==> config.mk <==
export PLATFORM = sky130hd
export DESIGN_NAME = hex_loader_top
export DESIGN_NICKNAME = d
export VERILOG_FILES = /design/src/hdl/hex_loader_pkg.sv /design/src/hdl/uart_receiver.sv /design/src/hdl/hex_field_accumulator.sv /design/src/hdl/record_assembler.sv /design/src/hdl/axil_write_master.sv /design/src/hdl/hex_loader_top.sv
export VERILOG_INCLUDE_DIRS = /design/src /design/src/hdl
export SDC_FILE = /design/constraint.sdc
export NUM_CORES = 1
export LEC_CHECK = 0
export BUFFER_PORTS_ARGS = -buffer_cell sky130_fd_sc_hd__buf_2
export CORE_ASPECT_RATIO = 1.75
export CORE_MARGIN = 5
export CORE_UTILIZATION = 53
export DETAILED_ROUTE_END_ITERATION = 8
export GPL_ROUTABILITY_DRIVEN = 0
export PLACE_DENSITY = 0.83
export SYNTH_ARGS = -nofsm -noshare
export SYNTH_HDL_FRONTEND = slang
export SYNTH_SLANG_ARGS = --single-unit
==> constraint.sdc <==
create_clock -name clk -period 4.4 [get_ports clk]
set_input_delay 0.22 -clock clk [delete_from_list [all_inputs] [get_ports clk]]
set_output_delay 0.22 -clock clk [all_outputs]
set_load 0.02 [all_outputs]
==> src/hdl/hex_loader_params.svh <==
`ifndef HEX_LOADER_PARAMS_SVH
`define HEX_LOADER_PARAMS_SVH

// --------------------
// uart timing
// --------------------

// clock cycles per uart bit, short so simulation stays fast
`define HEX_LOADER_CLKS_PER_BIT 16

// --------------------
// line parsing
// --------------------

// idle cycles allowed inside a line before it is abandoned
`define HEX_LOADER_TIMEOUT_CYCLES 2000

// most hex digits accepted in one field
`define HEX_LOADER_MAX_DIGITS 8

`endif

==> src/hdl/hex_loader_pkg.sv <==
package hex_loader_pkg;

    // axi response code for a good write
    localparam logic [1:0] axi_resp_okay = 2'b00;

    // one parsed hex field as seen by the assembler
    typedef struct packed {
        logic [31:0] value;
        logic [3:0]  digits;
        logic        overflow;
    } hex_field_t;

    // address and data of one write
    typedef struct packed {
        logic [31:0] addr;
        logic [31:0] data;
    } hex_record_t;

    // --------------------
    // axi4-lite write channels
    // --------------------

    typedef struct packed {
        logic        awvalid;
        logic [31:0] awaddr;
    } axil_aw_t;

    typedef struct packed {
        logic        wvalid;
        logic [31:0] wdata;
    } axil_w_t;

    typedef struct packed {
        logic       bvalid;
        logic [1:0] bresp;
    } axil_b_t;

    typedef struct packed {
        logic        busy;
        logic        error;
        logic [15:0] records_written;
        logic [7:0]  error_count;
    } loader_status_t;

endpackage

==> src/hdl/uart_receiver.sv <==
`timescale 1ns/1ps
`include "hex_loader_params.svh"

module uart_receiver
#(
    parameter int clks_per_bit = `HEX_LOADER_CLKS_PER_BIT
)
(
    input  logic       clk,
    input  logic       rst,
    input  logic       rx,
    output logic       byte_valid,
    output logic [7:0] byte_data
);

    localparam int cnt_w = $clog2(clks_per_bit);
    localparam logic [cnt_w-1:0] half_bit = cnt_w'(clks_per_bit / 2 - 1);
    localparam logic [cnt_w-1:0] full_bit = cnt_w'(clks_per_bit - 1);

    typedef enum logic [1:0] {IDLE, START, DATA, STOP} rx_state_t;

    rx_state_t        state;
    logic [1:0]       rx_sync;
    logic             rx_s;
    logic [cnt_w-1:0] cnt;
    logic [2:0]       bit_idx;

    assign rx_s = rx_sync[1];

    // two-flop synchronizer, line idles high
    always_ff @(posedge clk or posedge rst)
    begin
        if (rst)
            rx_sync <= 2'b11;
        else
            rx_sync <= {rx_sync[0], rx};
    end

    // --------------------
    // frame state machine
    // --------------------

    always_ff @(posedge clk or posedge rst)
    begin
        if (rst)
        begin
            state      <= IDLE;
            cnt        <= '0;
            bit_idx    <= '0;
            byte_valid <= 1'b0;
        end
        else
        begin
            byte_valid <= 1'b0;
            case (state)
                IDLE:
                begin
                    cnt <= '0;
                    if (!rx_s)
                        state <= START;
                end
                START:
                begin
                    // start bit must still be low at mid-bit
                    if (cnt == half_bit)
                    begin
                        cnt     <= '0;
                        bit_idx <= '0;
                        state   <= rx_s ? IDLE : DATA;
                    end
                    else
                        cnt <= cnt + 1'b1;
                end
                DATA:
                begin
                    if (cnt == full_bit)
                    begin
                        cnt     <= '0;
                        bit_idx <= bit_idx + 3'd1;
                        if (bit_idx == 3'd7)
                            state <= STOP;
                    end
                    else
                        cnt <= cnt + 1'b1;
                end
                default:
                begin
                    // no pulse on a framing error
                    if (cnt == full_bit)
                    begin
                        state      <= IDLE;
                        byte_valid <= rx_s;
                    end
                    else
                        cnt <= cnt + 1'b1;
                end
            endcase
        end
    end

    // data bits arrive lsb first
    always_ff @(posedge clk)
    begin
        if (state == DATA && cnt == full_bit)
            byte_data <= {rx_s, byte_data[7:1]};
    end

endmodule

==> src/hdl/hex_field_accumulator.sv <==
`timescale 1ns/1ps
`include "hex_loader_params.svh"

module hex_field_accumulator
(
    input  logic                       clk,
    input  logic                       rst,
    input  logic                       digit_valid,
    input  logic [3:0]                 nibble,
    input  logic                       clear,
    output hex_loader_pkg::hex_field_t field
);

    localparam logic [3:0] max_digits = 4'(`HEX_LOADER_MAX_DIGITS);

    logic full;

    assign full = (field.digits == max_digits);

    always_ff @(posedge clk or posedge rst)
    begin
        if (rst)
            field <= '0;
        else if (clear)
            field <= '0;
        else if (digit_valid)
        begin
            // extra digits only mark the field bad, value is kept
            if (full)
                field.overflow <= 1'b1;
            else
            begin
                field.value  <= {field.value[27:0], nibble};
                field.digits <= field.digits + 4'd1;
            end
        end
    end

endmodule

==> src/hdl/record_assembler.sv <==
`timescale 1ns/1ps
`include "hex_loader_params.svh"

module record_assembler
(
    input  logic                        clk,
    input  logic                        rst,
    input  logic                        byte_valid,
    input  logic [7:0]                  byte_data,
    output logic                        addr_digit_valid,
    output logic                        data_digit_valid,
    output logic [3:0]                  nibble,
    output logic                        addr_clear,
    output logic                        data_clear,
    input  hex_loader_pkg::hex_field_t  addr_field,
    input  hex_loader_pkg::hex_field_t  data_field,
    output logic                        rec_valid,
    output hex_loader_pkg::hex_record_t rec,
    input  logic                        rec_ready,
    output logic                        line_active,
    output logic                        error
);

    localparam int to_w = $clog2(`HEX_LOADER_TIMEOUT_CYCLES + 1);
    localparam logic [to_w-1:0] to_last = to_w'(`HEX_LOADER_TIMEOUT_CYCLES - 1);

    typedef enum logic [1:0] {ADDR, GAP, DATA, DISCARD} state_t;
    typedef enum logic [2:0] {CH_HEX, CH_SPACE, CH_CR, CH_LF, CH_OTHER} char_t;

    state_t          state;
    state_t          state_next;
    char_t           cls;
    logic            line_nonempty;
    logic [to_w-1:0] to_cnt;
    logic            to_running;
    logic            timeout_hit;
    logic            clear_fields;
    logic            load_rec;
    logic            err_evt;
    logic            line_bad;

    // --------------------
    // character decode
    // --------------------

    always_comb
    begin
        nibble = 4'h0;
        cls    = CH_OTHER;
        if (byte_data >= "0" && byte_data <= "9")
        begin
            cls    = CH_HEX;
            nibble = 4'(byte_data - "0");
        end
        else if (byte_data >= "A" && byte_data <= "F")
        begin
            cls    = CH_HEX;
            nibble = 4'(byte_data - "A" + 8'd10);
        end
        else if (byte_data >= "a" && byte_data <= "f")
        begin
            cls    = CH_HEX;
            nibble = 4'(byte_data - "a" + 8'd10);
        end
        else if (byte_data == " ")
            cls = CH_SPACE;
        else if (byte_data == 8'h0d)
            cls = CH_CR;
        else if (byte_data == 8'h0a)
            cls = CH_LF;
    end

    assign line_bad = (addr_field.digits == 4'd0) || addr_field.overflow
                      || data_field.overflow;

    // a byte arriving on the expiry cycle wins over the timeout
    assign to_running  = line_nonempty && (state != DISCARD);
    assign timeout_hit = to_running && !byte_valid && (to_cnt == to_last);

    // --------------------
    // line state machine
    // --------------------

    always_comb
    begin
        state_next       = state;
        addr_digit_valid = 1'b0;
        data_digit_valid = 1'b0;
        clear_fields     = 1'b0;
        load_rec         = 1'b0;
        err_evt          = 1'b0;
        if (timeout_hit)
        begin
            err_evt    = 1'b1;
            state_next = DISCARD;
        end
        else if (byte_valid && cls != CH_CR)
        begin
            if (cls == CH_LF)
            begin
                clear_fields = 1'b1;
                state_next   = ADDR;
                case (state)
                    // blank line is dropped silently
                    ADDR:    err_evt = line_nonempty;
                    GAP:     err_evt = 1'b1;
                    DATA:
                    begin
                        // overrun when the buffer is still held
                        err_evt  = line_bad || (rec_valid && !rec_ready);
                        load_rec = !err_evt;
                    end
                    default: err_evt = 1'b0;
                endcase
            end
            else if (state == ADDR && cls == CH_HEX)
                addr_digit_valid = 1'b1;
            else if (state == ADDR && cls == CH_SPACE)
                state_next = GAP;
            else if (state == GAP && cls == CH_SPACE)
                state_next = GAP;
            else if ((state == GAP || state == DATA) && cls == CH_HEX)
            begin
                data_digit_valid = 1'b1;
                state_next       = DATA;
            end
            else if (state != DISCARD)
            begin
                err_evt    = 1'b1;
                state_next = DISCARD;
            end
        end
    end

    assign addr_clear  = clear_fields;
    assign data_clear  = clear_fields;
    assign line_active = line_nonempty;

    always_ff @(posedge clk or posedge rst)
    begin
        if (rst)
        begin
            state         <= ADDR;
            line_nonempty <= 1'b0;
            to_cnt        <= '0;
            rec_valid     <= 1'b0;
            error         <= 1'b0;
        end
        else
        begin
            state <= state_next;
            error <= err_evt;
            if (byte_valid && cls == CH_LF)
                line_nonempty <= 1'b0;
            else if (byte_valid && cls != CH_CR)
                line_nonempty <= 1'b1;
            if (byte_valid || !to_running)
                to_cnt <= '0;
            else
                to_cnt <= to_cnt + 1'b1;
            if (load_rec)
                rec_valid <= 1'b1;
            else if (rec_ready)
                rec_valid <= 1'b0;
        end
    end

    // one-record buffer
    always_ff @(posedge clk)
    begin
        if (load_rec)
        begin
            rec.addr <= addr_field.value;
            rec.data <= data_field.value;
        end
    end

endmodule

==> src/hdl/axil_write_master.sv <==
`timescale 1ns/1ps

module axil_write_master
(
    input  logic                        clk,
    input  logic                        rst,
    input  logic                        rec_valid,
    input  hex_loader_pkg::hex_record_t rec,
    output logic                        rec_ready,
    output hex_loader_pkg::axil_aw_t    aw,
    input  logic                        awready,
    output hex_loader_pkg::axil_w_t     w,
    input  logic                        wready,
    input  hex_loader_pkg::axil_b_t     b,
    output logic                        bready,
    output logic                        write_done,
    output logic                        write_error
);

    import hex_loader_pkg::*;

    typedef enum logic [1:0] {IDLE, ADDR_DATA, RESP} state_t;

    state_t      state;
    logic        awvalid_q;
    logic        wvalid_q;
    logic [31:0] awaddr_q;
    logic [31:0] wdata_q;
    logic        aw_done;
    logic        w_done;
    logic        aw_fire;
    logic        w_fire;

    assign aw = '{awvalid: awvalid_q, awaddr: awaddr_q};
    assign w  = '{wvalid: wvalid_q, wdata: wdata_q};

    assign aw_fire   = awvalid_q && awready;
    assign w_fire    = wvalid_q && wready;
    assign rec_ready = (state == IDLE);
    assign bready    = (state == RESP);

    // --------------------
    // write sequencing
    // --------------------

    always_ff @(posedge clk or posedge rst)
    begin
        if (rst)
        begin
            state       <= IDLE;
            awvalid_q   <= 1'b0;
            wvalid_q    <= 1'b0;
            aw_done     <= 1'b0;
            w_done      <= 1'b0;
            write_done  <= 1'b0;
            write_error <= 1'b0;
        end
        else
        begin
            write_done  <= 1'b0;
            write_error <= 1'b0;
            case (state)
                IDLE:
                begin
                    if (rec_valid)
                    begin
                        awvalid_q <= 1'b1;
                        wvalid_q  <= 1'b1;
                        state     <= ADDR_DATA;
                    end
                end
                ADDR_DATA:
                begin
                    // aw and w finish in any order
                    if (aw_fire)
                    begin
                        awvalid_q <= 1'b0;
                        aw_done   <= 1'b1;
                    end
                    if (w_fire)
                    begin
                        wvalid_q <= 1'b0;
                        w_done   <= 1'b1;
                    end
                    if ((aw_done || aw_fire) && (w_done || w_fire))
                    begin
                        aw_done <= 1'b0;
                        w_done  <= 1'b0;
                        state   <= RESP;
                    end
                end
                RESP:
                begin
                    if (b.bvalid)
                    begin
                        write_done  <= 1'b1;
                        write_error <= (b.bresp != axi_resp_okay);
                        state       <= IDLE;
                    end
                end
                default: state <= IDLE;
            endcase
        end
    end

    always_ff @(posedge clk)
    begin
        if (rec_valid && rec_ready)
        begin
            awaddr_q <= rec.addr;
            wdata_q  <= rec.data;
        end
    end

endmodule

==> src/hdl/hex_loader_top.sv <==
`timescale 1ns/1ps
`include "hex_loader_params.svh"

module hex_loader_top
(
    input  logic                           clk,
    input  logic                           rst,
    input  logic                           uart_rx,
    output hex_loader_pkg::axil_aw_t       aw,
    input  logic                           awready,
    output hex_loader_pkg::axil_w_t        w,
    input  logic                           wready,
    input  hex_loader_pkg::axil_b_t        b,
    output logic                           bready,
    output hex_loader_pkg::loader_status_t status
);

    import hex_loader_pkg::*;

    logic        byte_valid;
    logic [7:0]  byte_data;
    logic        addr_digit_valid;
    logic        data_digit_valid;
    logic [3:0]  nibble;
    logic        addr_clear;
    logic        data_clear;
    hex_field_t  addr_field;
    hex_field_t  data_field;
    hex_record_t rec;
    logic        rec_valid;
    logic        rec_ready;
    logic        line_active;
    logic        asm_error;
    logic        write_done;
    logic        write_error;
    logic [15:0] records_written;
    logic [7:0]  error_count;
    logic [8:0]  error_sum;

    uart_receiver #(.clks_per_bit(`HEX_LOADER_CLKS_PER_BIT)) i_uart_rx (
        .clk        (clk),
        .rst        (rst),
        .rx         (uart_rx),
        .byte_valid (byte_valid),
        .byte_data  (byte_data)
    );

    // address and data fields fill side by side
    hex_field_accumulator i_addr_field (
        .clk         (clk),
        .rst         (rst),
        .digit_valid (addr_digit_valid),
        .nibble      (nibble),
        .clear       (addr_clear),
        .field       (addr_field)
    );

    hex_field_accumulator i_data_field (
        .clk         (clk),
        .rst         (rst),
        .digit_valid (data_digit_valid),
        .nibble      (nibble),
        .clear       (data_clear),
        .field       (data_field)
    );

    record_assembler i_assembler (
        .clk              (clk),
        .rst              (rst),
        .byte_valid       (byte_valid),
        .byte_data        (byte_data),
        .addr_digit_valid (addr_digit_valid),
        .data_digit_valid (data_digit_valid),
        .nibble           (nibble),
        .addr_clear       (addr_clear),
        .data_clear       (data_clear),
        .addr_field       (addr_field),
        .data_field       (data_field),
        .rec_valid        (rec_valid),
        .rec              (rec),
        .rec_ready        (rec_ready),
        .line_active      (line_active),
        .error            (asm_error)
    );

    axil_write_master i_write_master (
        .clk         (clk),
        .rst         (rst),
        .rec_valid   (rec_valid),
        .rec         (rec),
        .rec_ready   (rec_ready),
        .aw          (aw),
        .awready     (awready),
        .w           (w),
        .wready      (wready),
        .b           (b),
        .bready      (bready),
        .write_done  (write_done),
        .write_error (write_error)
    );

    // --------------------
    // status counters
    // --------------------

    // both error sources may fire in one cycle
    assign error_sum = {1'b0, error_count} + 9'(asm_error) + 9'(write_error);

    always_ff @(posedge clk or posedge rst)
    begin
        if (rst)
        begin
            records_written <= '0;
            error_count     <= '0;
        end
        else
        begin
            if (write_done && !write_error)
                records_written <= records_written + 16'd1;
            error_count <= error_sum[8] ? 8'hff : error_sum[7:0];
        end
    end

    // write master is busy whenever it is not ready for a record
    assign status = '{busy:            line_active || rec_valid || !rec_ready,
                      error:           asm_error || write_error,
                      records_written: records_written,
                      error_count:     error_count};

endmodule

==> results.sh, run 1 <==
export IMPL_ys_types=64
export IMPL_die_h_um=195.0
export IMPL_combPwrFrac_pct=4.7
export IMPL_period_minus_slack_ns=2.918
export IMPL_first_iter_violations=392
export IMPL_coreArea_sq_mm=0.01920
export IMPL_cp_arrival_ns=3.05
export IMPL_viasPerCell=5.416
export IMPL_pre_cts_ws_ns=1.567
export IMPL_fin_crit_sh_pct=66.32
export IMPL_utilization_pct=62.67
export IMPL_netlist_area_sq_mm=0.01036
export IMPL_cpMostUsedCell="buf_4"
export IMPL_cell_internal_pwr_mw=4.098
export IMPL_synth_nets=757
export IMPL_syn_to_final_growth_pct=16.08
export IMPL_cts_hold_buf=6
export IMPL_startpoint_type="flop"
export IMPL_cts_setup_buffers=0
export IMPL_ys_warn_count=0
export IMPL_grt_pass1_wl_mm=30.11
export IMPL_drt_drc_violations_left=0
export IMPL_powerDensity_mw_per_mm2=429.9
export IMPL_root_buffer="clkbuf_16"
export IMPL_crit_slowest_cell="nor4b_1"
export IMPL_path_buf_inv=2
export IMPL_synthCells=725
export IMPL_drv_cap=0
export IMPL_crit_family="simple AND/OR/NAND/NOR gates"
export IMPL_synth_edf_count=136
export IMPL_synthFlopType="edfxtp_1"
export IMPL_critical_path_peak_fanout=64
export IMPL_fillers=1392
export IMPL_setup_slack_ns=1.482
export IMPL_final_max_slew_viol_count=0
export IMPL_seqPwrFrac_pct=52.6
export IMPL_ff_latch_area_sq_mm=0.007440
export IMPL_hold_path_class="input pin to flop"
export IMPL_clkLatencyLatePin_ns=0.51
export IMPL_grt_max_degree=103
export IMPL_cts_buffer_depth=3
export IMPL_dieWidth_um=115.7
export IMPL_finalHoldViolations=0
export IMPL_diodes=0
export IMPL_cts_clk_slew_worst_paths_ns=0.07
export IMPL_cts_resized=0
export IMPL_antenna_found_initial=0
export IMPL_ys_seq_area_share_pct=71.79
export IMPL_worst_setup_path_type="flop to flop"
export IMPL_drive_above_1_share_pct=18.49
export IMPL_rsz0062_at_grt="no"
export IMPL_grt_usage_pct=16.24
export IMPL_routedWlPerCell_um=16.31
export IMPL_fmax_mhz=342.7
export IMPL_nets=875
export IMPL_switching_share_pct=20.75
export IMPL_slew_headroom_pct=38.89
export IMPL_tightest_slew_ns=0.9145
export IMPL_run_status="finished clean"
export IMPL_clkPwrFrac_pct=42.7
export IMPL_multi_input_area_sq_mm=0.002735
export IMPL_p_leak_nw=4.715
export IMPL_clock_sinks=270
export IMPL_grt_pass1_vias=6102
export IMPL_avgSynthCellArea_sq_um=14.29
export IMPL_drtPass1Iterations=5
export IMPL_cp_cell_sequence="nor4b_1 > nand4_1 > buf_4 > nand4b_1 > nor2b_4 > buf_4"
export IMPL_cts_tree="yes"
export IMPL_synth_async_reset_ratio_pct=49.63
export IMPL_rows=67
export IMPL_p_switching_mw=1.073
export IMPL_crit_path_end_kind="flop"
export IMPL_ant_nets=0
export IMPL_skew_ns=0.009082
export IMPL_die_area_sq_mm=0.02256
export IMPL_tns_ns=0
export IMPL_vias=5963
export IMPL_start_util_pct=53.99
export IMPL_cts_max_level=1
export IMPL_setup_viol=0
export IMPL_synth_seq_cells=270
export IMPL_boundaryPins=101
export IMPL_grt_overflow_total=0
export IMPL_cts_buffers=23
export IMPL_worstPathRequired_ns=4.53
export IMPL_hpwl_mm=11.83
export IMPL_port_buffers=100
export IMPL_routed_wl_mm=17.96
export IMPL_ir_worst_vdd_mv=0.2758
export IMPL_cpPeakStageDelay_ns=0.62
final timing paths:
| path | slack (ns) | from | end | cells after the start |
|---|---|---|---|---|
| worst max register to register | 1.48 | i_uart_rx.byte_data[7]$_DFFE_PP_ | i_assembler.rec[0]$_DFFE_PP_ | 6 |
| min in group asynchronous | 0.46 | rst | records_written[6]$_DFFE_PP0P_ | 3 |
| worst max-delay path | 1.48 | i_uart_rx.byte_data[7]$_DFFE_PP_ | i_assembler.rec[0]$_DFFE_PP_ | 6 |
| worst min register to register | 0.36 | i_uart_rx.rx_sync[0]$_DFF_PP1_ | i_uart_rx.rx_sync[1]$_DFF_PP1_ | 0 |
| worst min-delay path | 0.02 | wready | i_write_master.w_done$_DFFE_PP0P_ | 3 |
| max in group asynchronous | 2.96 | rst | i_uart_rx.rx_sync[0]$_DFF_PP1_ | 4 |
state kept, by name, indices dropped and copies added, names as in the netlist, 11 cells and up:
signal	flops
i_addr_field.field	37
i_assembler.rec	64
i_assembler.to_cnt	11
i_data_field.field	37
i_write_master.awaddr_q	32
i_write_master.wdata_q	32
records_written	16
metal layers:
layer,GRT usage (%),wire length [um],up-vias
li1,-,-,2836
met1,19.43,6756,2946
met2,29.77,9863,145
met3,2.075,841,36
met4,5.462,500,0
met5,0,0,-
area by class of cell:
cell class	instances	share of cell area (%)
Clock buffer	26	4.878
Clock inverter	16	2.090
Inverter	26	0.8528
Multi-Input combinational cell	409	22.74
Sequential cell	270	61.84
Tap cell	241	2.506
Timing Repair Buffer	113	5.096
power by group through the flow:
stage | logic [mW] | registers (mW) | clock network, mW
2_1_floorplan | 0.173 | 2.78 | 0
3_3_place_gp | 0.233 | 2.77 | 0
3_5_place_dp | 0.241 | 2.77 | 0
4_1_cts | 0.248 | 2.72 | 2.25
5_1_grt | 0.284 | 2.73 | 2.36
6_report | 0.243 | 2.72 | 2.21
worst min-delay path, stage by stage:
cell     delay, ns
buf_2         0.10
a31oi_1       0.09
nor2_1        0.08
cells by family after synthesis:
logic type	count (synthesis)	synth area share, %
flip-flops	270	71.79
AND/OR/NAND/NOR	217	9.936
AO/OA/AOI/OAI	84	5.312
multiplexers	56	5.421
buffers and inverters	46	2.209
XOR/XNOR	28	2.366
adder cells (fa/ha/maj)	24	2.970
placed cells by master (no fill, tap or decap), types with 3 or more instances in the layout:
master and instances:
dfrtp_1 132, buf_4 7, bufinv_16 6, or4_1 3, nor2_1 90, nor3b_1 4, o21a_1 4, nor2b_1 6
inv_1 25, clkbuf_1 3, edfxtp_1 136, a21o_1 3, nand3b_1 4, nand3_1 18, o21ai_1 7, nand4_1 10
clkbuf_16 23, buf_2 100, nand2b_1 4, nand2_1 46, a22o_1 5, xor2_1 9, xnor2_1 19, dlygate4sd3_1 6
ha_1 23, a31oi_1 6, o21ai_0 22, nor3_1 7, mux2i_1 55, and3_1 8, a21oi_1 13
Yosys cell counts (5+ instances only):
| master | number | area [sq um] |
|---|---|---|
| inv_1 | 26 | 97.59 |
| o21ai_0 | 22 | 110.1 |
| clkbuf_1 | 7 | 26.28 |
| xor2_1 | 9 | 78.83 |
| a21oi_1 | 13 | 65.06 |
| nor3_1 | 7 | 35.03 |
| nor2_1 | 91 | 341.6 |
| a22o_1 | 5 | 43.79 |
| nand3_1 | 18 | 90.09 |
| nand2_1 | 46 | 172.7 |
| o21ai_1 | 7 | 35.03 |
| ha_1 | 23 | 287.8 |
| dfrtp_1 | 132 | 3303 |
| nand4_1 | 10 | 62.56 |
| buf_6 | 5 | 56.30 |
| a31oi_1 | 6 | 37.54 |
| xnor2_1 | 19 | 166.4 |
| and3_1 | 8 | 50.05 |
| mux2i_1 | 55 | 550.5 |
| nor2b_1 | 7 | 43.79 |
| edfxtp_1 | 136 | 4084 |
through the flow:
stage	cell area, sq um	hold WS, ns	cells	total power [mW]
after floorplan	10370	0.2245	725	2.951
after detailed placement	11130	0.3269	1053	3.015
after CTS	12030	0.009414	1101	5.220
final	12030	0.02416	1101	5.172
after global routing	12030	0.01049	1101	5.368
after global placement	11130	0.3285	1053	3.005
No activity file was read; power rests on OpenSTA's default activity.
==> run 2, diff against run 1 <==
--- a/config.mk
+++ b/config.mk
@@ -6,6 +6,7 @@
 export SDC_FILE = /design/constraint.sdc
 export NUM_CORES = 1
 export LEC_CHECK = 0
+export ABC_AREA = 1
 export BUFFER_PORTS_ARGS = -buffer_cell sky130_fd_sc_hd__buf_2
 export CORE_ASPECT_RATIO = 1.75
 export CORE_MARGIN = 5
==> constraint.sdc (replaced) <==
create_clock -name clk -period 2.63 [get_ports clk]
set_input_delay 0.1315 -clock clk [delete_from_list [all_inputs] [get_ports clk]]
set_output_delay 0.1315 -clock clk [all_outputs]
set_load 0.02 [all_outputs]
==> run 2 against run 1 <==
Compared with the run above:
- routed wire length rose by 7.8%
- critical path depth rose by 5
- area after synthesis rose by 3.3%
- clock-buffer cell count rose by 4
- flip-flop and latch count did not move
- clock power rose by 54%
- global-route usage rose by 0.57 points
- critical endpoint is now i_data_field.field[7]$_DFFE_PP0P_
==> results.sh, run 2 <==
export IMPL_grt_max_degree=65
export IMPL_cts_setup_buffers=0
export IMPL_first_iter_violations=464
export IMPL_rsz0062_at_grt="no"
export IMPL_coreArea_sq_mm=0.01982
export IMPL_synthFlopType="edfxtp_1"
export IMPL_grt_pass1_vias=6695
export IMPL_cts_tree="yes"
export IMPL_dieWidth_um=117.4
export IMPL_vias=6670
export IMPL_synth_edf_count=136
export IMPL_hold_path_class="input pin to flop"
export IMPL_ys_types=46
export IMPL_root_buffer="clkbuf_16"
export IMPL_fmax_mhz=443.4
export IMPL_yosys_top_cells_count="235 x nand2_1, 136 x edfxtp_1, 132 x dfrtp_1, 104 x inv_1, 52 x nor2_1"
export IMPL_ys_warn_count=0
export IMPL_slew_headroom_pct=37.89
export IMPL_cts_hold_buf=7
export IMPL_tns_ns=0
export IMPL_synth_top_area_share_pct=38.15
export IMPL_top_regs="i_assembler.rec (64), i_addr_field.field (37), i_data_field.field (37)"
export IMPL_multi_input_area_sq_mm=0.002713
export IMPL_viasPerCell=5.143
export IMPL_hold_end="i_uart_rx.rx_sync[0]$_DFF_PP1_"
export IMPL_cts_buffers=23
export IMPL_r2r_setup_slack_ns=0.37
export IMPL_worst_setup_path_type="flop to flop"
export IMPL_port_buffers=100
export IMPL_yosys_area_share_simple_pct=16.59
export IMPL_holdWs_ns=0.2746
export IMPL_tightest_slew_ns=0.9296
export IMPL_synth_adder_area_share_pct=2.876
export IMPL_fin_crit_sh_pct=85.75
export IMPL_fillers=1425
export IMPL_setup_viol=0
export IMPL_top_register="i_assembler.rec"
export IMPL_hpwl_mm=12.81
export IMPL_synth_top_family_by_area="simple AND/OR/NAND/NOR gates"
export IMPL_synth_compound_area_share_pct=3.857
export IMPL_synthCells=913
export IMPL_cts_resized=0
export IMPL_cts_clk_slew_worst_paths_ns=0.07
export IMPL_reg2reg_to="i_data_field.field[7]$_DFFE_PP0P_"
export IMPL_startpoint_type="flop"
export IMPL_avgSynthCellArea_sq_um=11.72
export IMPL_worstReg2RegStart="i_uart_rx.byte_data[0]$_DFFE_PP_"
export IMPL_synth_async_reset_ratio_pct=49.63
export IMPL_ir_worst_vdd_mv=0.5194
export IMPL_antenna_found_initial=0
export IMPL_largest_reg_flops=64
export IMPL_min_path_cells=2
export IMPL_routed_wl_mm=19.36
export IMPL_critical_path_peak_fanout=30
export IMPL_yosys_area_top_type="edfxtp_1"
export IMPL_synth_seq_cells=270
export IMPL_final_max_slew_viol_count=0
export IMPL_die_h_um=198.0
export IMPL_synth_xor_area_share_pct=1.800
export IMPL_finalHoldViolations=0
export IMPL_cpPeakStageDelay_ns=0.47
export IMPL_synth_nets=945
export IMPL_powerDensity_mw_per_mm2=676.2
export IMPL_cp_arrival_ns=2.68
export IMPL_grt_pass1_wl_mm=32.71
export IMPL_grt_overflow_total=0
export IMPL_cts_max_level=1
export IMPL_start_util_pct=54.00
export IMPL_syn_to_final_growth_pct=15.62
export IMPL_synthMuxAreaShare_pct=0.1052
export IMPL_p_leak_nw=5.395
export IMPL_drive_above_1_share_pct=18.25
export IMPL_clkLatencyLatePin_ns=0.50
export IMPL_diodes=0
export IMPL_clock_sinks=270
export IMPL_drt_drc_violations_left=0
export IMPL_routedWlPerCell_um=14.92
export IMPL_final_cell_mix="234 x nand2_1, 136 x edfxtp_1, 132 x dfrtp_1"
export IMPL_skew_ns=0.01339
export IMPL_ff_latch_area_sq_mm=0.007440
export IMPL_drv_cap=0
export IMPL_worstPathRequired_ns=3.05
export IMPL_rows=68
export IMPL_die_area_sq_mm=0.02325
export IMPL_r2r_cells=11
export IMPL_crit_path_end_kind="flop"
export IMPL_boundaryPins=101
export IMPL_synth_most_common_cell="nand2_1"
export IMPL_netlist_area_sq_mm=0.01070
export IMPL_run_status="finished clean"
export IMPL_ys_seq_area_share_pct=69.50
export IMPL_period_minus_slack_ns=2.255
export IMPL_ant_nets=0
export IMPL_drtPass1Iterations=5
export IMPL_synth_area_top_cells="edfxtp_1 38%, dfrtp_1 31%, nand2_1 8.2%"
export IMPL_cp_cell_sequence="inv_1 > ha_1 > nand2_1 > nand3_1 > nand2_4 > nand2_4 > nand4_4 > nor2_8 > buf_12 > nand2_1 > o21ai_1"
export IMPL_holdCritStartpoint="uart_rx"
export IMPL_cts_buffer_depth=3
export IMPL_nets=1068
export IMPL_crit_slowest_cell="edfxtp_1"
export IMPL_mostFrequentLayoutCell="nand2_1"
export IMPL_grt_usage_pct=16.81
run 2: cell count changes after synthesis, moves of 8 or more:
cell / change
buf_2: +8
inv_1: +78
mux2i_1: -55
nand2_1: +189
nand3_1: +28
nand3_2: +10
nor2_1: -39
o21ai_1: +15
xnor2_1: -12
run 2: cell type report:
| cell class | instances | share of cell area (%) |
|---|---|---|
| timing repair buffer | 119 | 5.945 |
| sequential | 270 | 60.12 |
| tap | 245 | 2.477 |
| multi-input combinational | 513 | 21.92 |
| clock buffer | 30 | 5.358 |
| inverter | 109 | 3.336 |
| clock inverter | 11 | 0.8493 |
run 2: critical path, delay by kind of cell (launching register included):
family                   cells  cell delay, ns
buffers and inverters        2            0.36
AND/OR/NAND/NOR              7            1.03
flip-flops                   1            0.47
AO/OA/AOI/OAI                1            0.09
adder cells (fa/ha/maj)      1            0.22
run 2: cell families (layout without fill, tap and decap cells):
group,Yosys count,in the layout
AOI/OAI and AO/OA,74,74
DFF,270,270
muxes,1,1
and+or+nand+nor,392,392
xor gates and xnor gates,22,22
buffers and inverters,130,269
adders and majority gates,24,24
run 2: metrics by stage:
stage | cell area (sq um) | cells | total power, mW | utilization [%] | setup WS [ns]
final | 12380 | 1297 | 8.368 | 62.43 | 0.3747
after global routing | 12380 | 1297 | 8.707 | 62.43 | 0.1536
after CTS | 12380 | 1297 | 8.449 | 62.43 | 0.3929
after detailed placement | 11540 | 1249 | 5.042 | 58.20 | 0.4063
after global placement | 11540 | 1249 | 5.016 | 58.20 | 0.5514
after floorplan | 10720 | 913 | 4.924 | - | 0.003904
run 2: worst max path at each step:
stage	endpoint	slack, ns	start
2_1_floorplan	i_assembler.rec[0]$_DFFE_PP_	0.004	i_uart_rx.byte_data[0]$_DFFE_PP_
3_3_place_gp	i_data_field.field[6]$_DFFE_PP0P_	0.55	i_uart_rx.byte_data[0]$_DFFE_PP_
3_5_place_dp	i_data_field.field[7]$_DFFE_PP0P_	0.41	i_uart_rx.byte_data[1]$_DFFE_PP_
4_1_cts	i_data_field.field[7]$_DFFE_PP0P_	0.39	i_uart_rx.byte_data[0]$_DFFE_PP_
5_1_grt	i_data_field.field[7]$_DFFE_PP0P_	0.15	i_uart_rx.byte_data[1]$_DFFE_PP_
6_report	i_data_field.field[7]$_DFFE_PP0P_	0.37	i_uart_rx.byte_data[0]$_DFFE_PP_
run 2: where the power goes:
part / internal [mW] / switching, mW / leakage (nW) / total [mW]
Sequential: 4.47 / 0.0578 / 2.79 / 4.53
Clock: 1.97 / 1.43 / 0.384 / 3.41
Combinational: 0.155 / 0.276 / 2.22 / 0.431
Total: 6.60 / 1.77 / 5.40 / 8.37
run 2: routing by layer:
layer | wire, um | global-route usage [%]
met1 | 7245 | 19.77
met2 | 10580 | 30.90
met3 | 993 | 2.801
met4 | 538 | 5.978
met5 | 0 | 0
==> run 3, diff against run 2 <==
--- a/config.mk
+++ b/config.mk
@@ -10,10 +10,10 @@
 export BUFFER_PORTS_ARGS = -buffer_cell sky130_fd_sc_hd__buf_2
 export CORE_ASPECT_RATIO = 1.75
 export CORE_MARGIN = 5
-export CORE_UTILIZATION = 53
+export CORE_UTILIZATION = 33
 export DETAILED_ROUTE_END_ITERATION = 8
 export GPL_ROUTABILITY_DRIVEN = 0
-export PLACE_DENSITY = 0.83
+export PLACE_DENSITY = 0.59
 export SYNTH_ARGS = -nofsm -noshare
 export SYNTH_HDL_FRONTEND = slang
 export SYNTH_SLANG_ARGS = --single-unit
==> constraint.sdc (replaced) <==
create_clock -name clk -period 1.9 [get_ports clk]
set_input_delay 0.38 -clock clk [delete_from_list [all_inputs] [get_ports clk]]
set_output_delay 0.38 -clock clk [all_outputs]
set_load 0.02 [all_outputs]
==> run 3 against run 2 <==
Compared with the run above:
- the flow now finishes with violations (setup timing)
- clock-buffer cell count rose by 5
- via count grew 3.3%
- utilization fell by 19 points
- worst setup slack got worse by 0.42 ns
- routed wire length rose by 12%
- power up 43%
- die area is 56% higher
- global-route usage down 5.1 points
- largest cell class unchanged
==> results.sh, run 3 (synthesis gave the netlist of run 2 again) <==
export IMPL_run_status="finished with violations"
export IMPL_violations="setup timing"
export IMPL_dieWidth_um=146.1
export IMPL_start_util_pct=33.33
export IMPL_final_cell_mix="228 x nand2_1, 136 x edfxtp_1, 132 x dfrtp_1"
export IMPL_routedWlPerCell_um=13.99
export IMPL_rows=87
export IMPL_power_mw=11.98
export IMPL_grt_max_degree=41
export IMPL_fmax_mhz=513.6
export IMPL_r2r_setup_slack_ns=-0.05
export IMPL_finalHoldViolations=0
export IMPL_setup_slack_ns=-0.04692
export IMPL_drt_drc_violations_left=0
export IMPL_drtPass1Iterations=4
export IMPL_grt_pass1_vias=7097
export IMPL_worst_setup_path_type="flop to flop"
export IMPL_largest_reg_flops=64
export IMPL_syn_to_final_growth_pct=29.08
export IMPL_worstReg2RegStart="i_uart_rx.byte_data[0]$_DFFE_PP_"
export IMPL_cts_tree="yes"
export IMPL_combPwrFrac_pct=4.8
export IMPL_reg2reg_to="i_assembler.rec[17]$_DFFE_PP_"
export IMPL_ant_nets=0
export IMPL_top_regs="i_assembler.rec (64), i_addr_field.field (37), i_data_field.field (37)"
export IMPL_seqPwrFrac_pct=52.4
export IMPL_vias=6890
export IMPL_grt_overflow_total=0
export IMPL_viasPerCell=4.462
export IMPL_crit_path_end_kind="flop"
export IMPL_root_buffer="clkbuf_16"
export IMPL_period_minus_slack_ns=1.947
export IMPL_antenna_found_initial=0
export IMPL_grt_pass1_wl_mm=35.11
export IMPL_diodes=0
export IMPL_drv_cap=0
export IMPL_pre_cts_ws_ns=-0.4299
export IMPL_top_register="i_assembler.rec"
export IMPL_port_buffers=100
export IMPL_fin_crit_sh_pct=102.5
export IMPL_grt_usage_pct=11.72
export IMPL_ir_worst_vdd_mv=0.7427
export IMPL_p_switching_mw=2.661
export IMPL_cts_buffer_depth=3
export IMPL_coreArea_sq_mm=0.03211
export IMPL_cts_max_level=1
export IMPL_first_iter_violations=408
export IMPL_slew_headroom_pct=61.64
export IMPL_drive_above_1_share_pct=26.22
export IMPL_setup_viol=90
export IMPL_switching_share_pct=22.22
export IMPL_skew_ns=0.02658
export IMPL_critical_path_peak_fanout=6
export IMPL_mostFrequentLayoutCell="nand2_1"
export IMPL_cts_clk_slew_worst_paths_ns=0.07
export IMPL_hold_end="i_write_master.write_error$_DFF_PP0_"
export IMPL_min_path_cells=2
export IMPL_hpwl_mm=13.93
export IMPL_cts_buffers=26
export IMPL_r2r_cells=10
export IMPL_clock_sinks=270
export IMPL_boundaryPins=101
export IMPL_die_h_um=248.3
export IMPL_cell_internal_pwr_mw=9.316
export IMPL_tightest_slew_ns=0.5733
export IMPL_p_leak_nw=5.992
export IMPL_clkLatencyLatePin_ns=0.55
export IMPL_worstPathRequired_ns=2.17
export IMPL_final_max_slew_viol_count=0
export IMPL_powerDensity_mw_per_mm2=866.9
export IMPL_cp_arrival_ns=2.22
export IMPL_routed_wl_mm=21.60
export IMPL_holdCritStartpoint="b[1]"
export IMPL_hold_path_class="input pin to flop"
export IMPL_clkPwrFrac_pct=42.8
export IMPL_nets=1156
export IMPL_startpoint_type="flop"
export IMPL_die_area_sq_mm=0.03628
export IMPL_rsz0062_at_grt="yes"
==> run 3: metal layers <==
metal,track usage (%),part of all wire (%),routed length [um],up-vias
met4,4.626,2.9,629,0
li1,-,-,-,3427
met5,0,0,0,-
met1,12.14,36,7714,3321
met3,1.747,3.5,765,37
met2,23.39,58,12490,105
==> run 3: power by group through the flow <==
stage | Sequential, mW | Combinational, mW | Clock, mW
detailed placement | 6.39 | 0.581 | 0
global placement | 6.39 | 0.574 | 0
CTS | 6.28 | 0.591 | 5.31
global route | 6.28 | 0.685 | 5.55
floorplan | 6.40 | 0.414 | 0
finish | 6.27 | 0.578 | 5.12
==> run 3: final cells by class <==
class                      count  area (sq um)
multi-input combinational    515          2893
clock inverter                13         152.6
fill                        2941         18300
inverter                     109         421.7
clock buffer                  35         704.4
timing repair buffer         202          1705
tap                          400         500.5
sequential                   270          7440
==> run 3: timing repair <==
action / 4_1_cts / 5_1_grt
endpoints found under the hold margin: 17 / 0
gates cloned: 6 / 7
setup endpoints to repair: 123 / 147
hold buffers: 4 / 0
pin swaps: 10 / 12
buffers inserted: 11 / 10
gates resized for setup: 21 / 31
==> run 3: how the worst max path moves through the flow <==
stage | from | endpoint | slack, ns
4_1_cts | i_uart_rx.byte_data[4]$_DFFE_PP_ | i_assembler.rec[56]$_DFFE_PP_ | -0.03
6_report | i_uart_rx.byte_data[0]$_DFFE_PP_ | i_assembler.rec[17]$_DFFE_PP_ | -0.05
5_1_grt | i_uart_rx.byte_data[0]$_DFFE_PP_ | i_addr_field.field[4]$_DFFE_PP0P_ | -0.13
3_5_place_dp | i_uart_rx.byte_data[1]$_DFFE_PP_ | i_addr_field.field[36]$_DFFE_PP0P_ | -0.43
3_3_place_gp | i_uart_rx.byte_data[1]$_DFFE_PP_ | i_addr_field.field[12]$_DFFE_PP0P_ | -0.34
2_1_floorplan | i_uart_rx.byte_data[0]$_DFFE_PP_ | i_assembler.rec[0]$_DFFE_PP_ | -0.61
==> run 3: metrics by stage <==
stage / hold slack (ns) / instance area, sq um / util (%) / std cells / setup TNS, ns
floorplan: 0.3452 / 10750 / - / 913 / -57.87
global placement: 0.3477 / 12200 / 37.98 / 1458 / -10.97
detailed placement: 0.3503 / 12200 / 37.98 / 1458 / -16.33
CTS: 0.008409 / 13410 / 41.77 / 1527 / -0.5058
global route: 0.02608 / 13820 / 43.03 / 1544 / -12.97
finish: 0.03906 / 13820 / 43.03 / 1544 / -1.945
==> run 3: worst max-delay path: stages (launching register included) <==
cell and delay [ns]:
edfxtp_1 0.44, inv_2 0.12, buf_6 0.11, ha_4 0.14
nand3_4 0.06, nor2_4 0.14, nand2_4 0.07, buf_6 0.12
nor2_4 0.16, buf_12 0.16, clkbuf_16 0.15
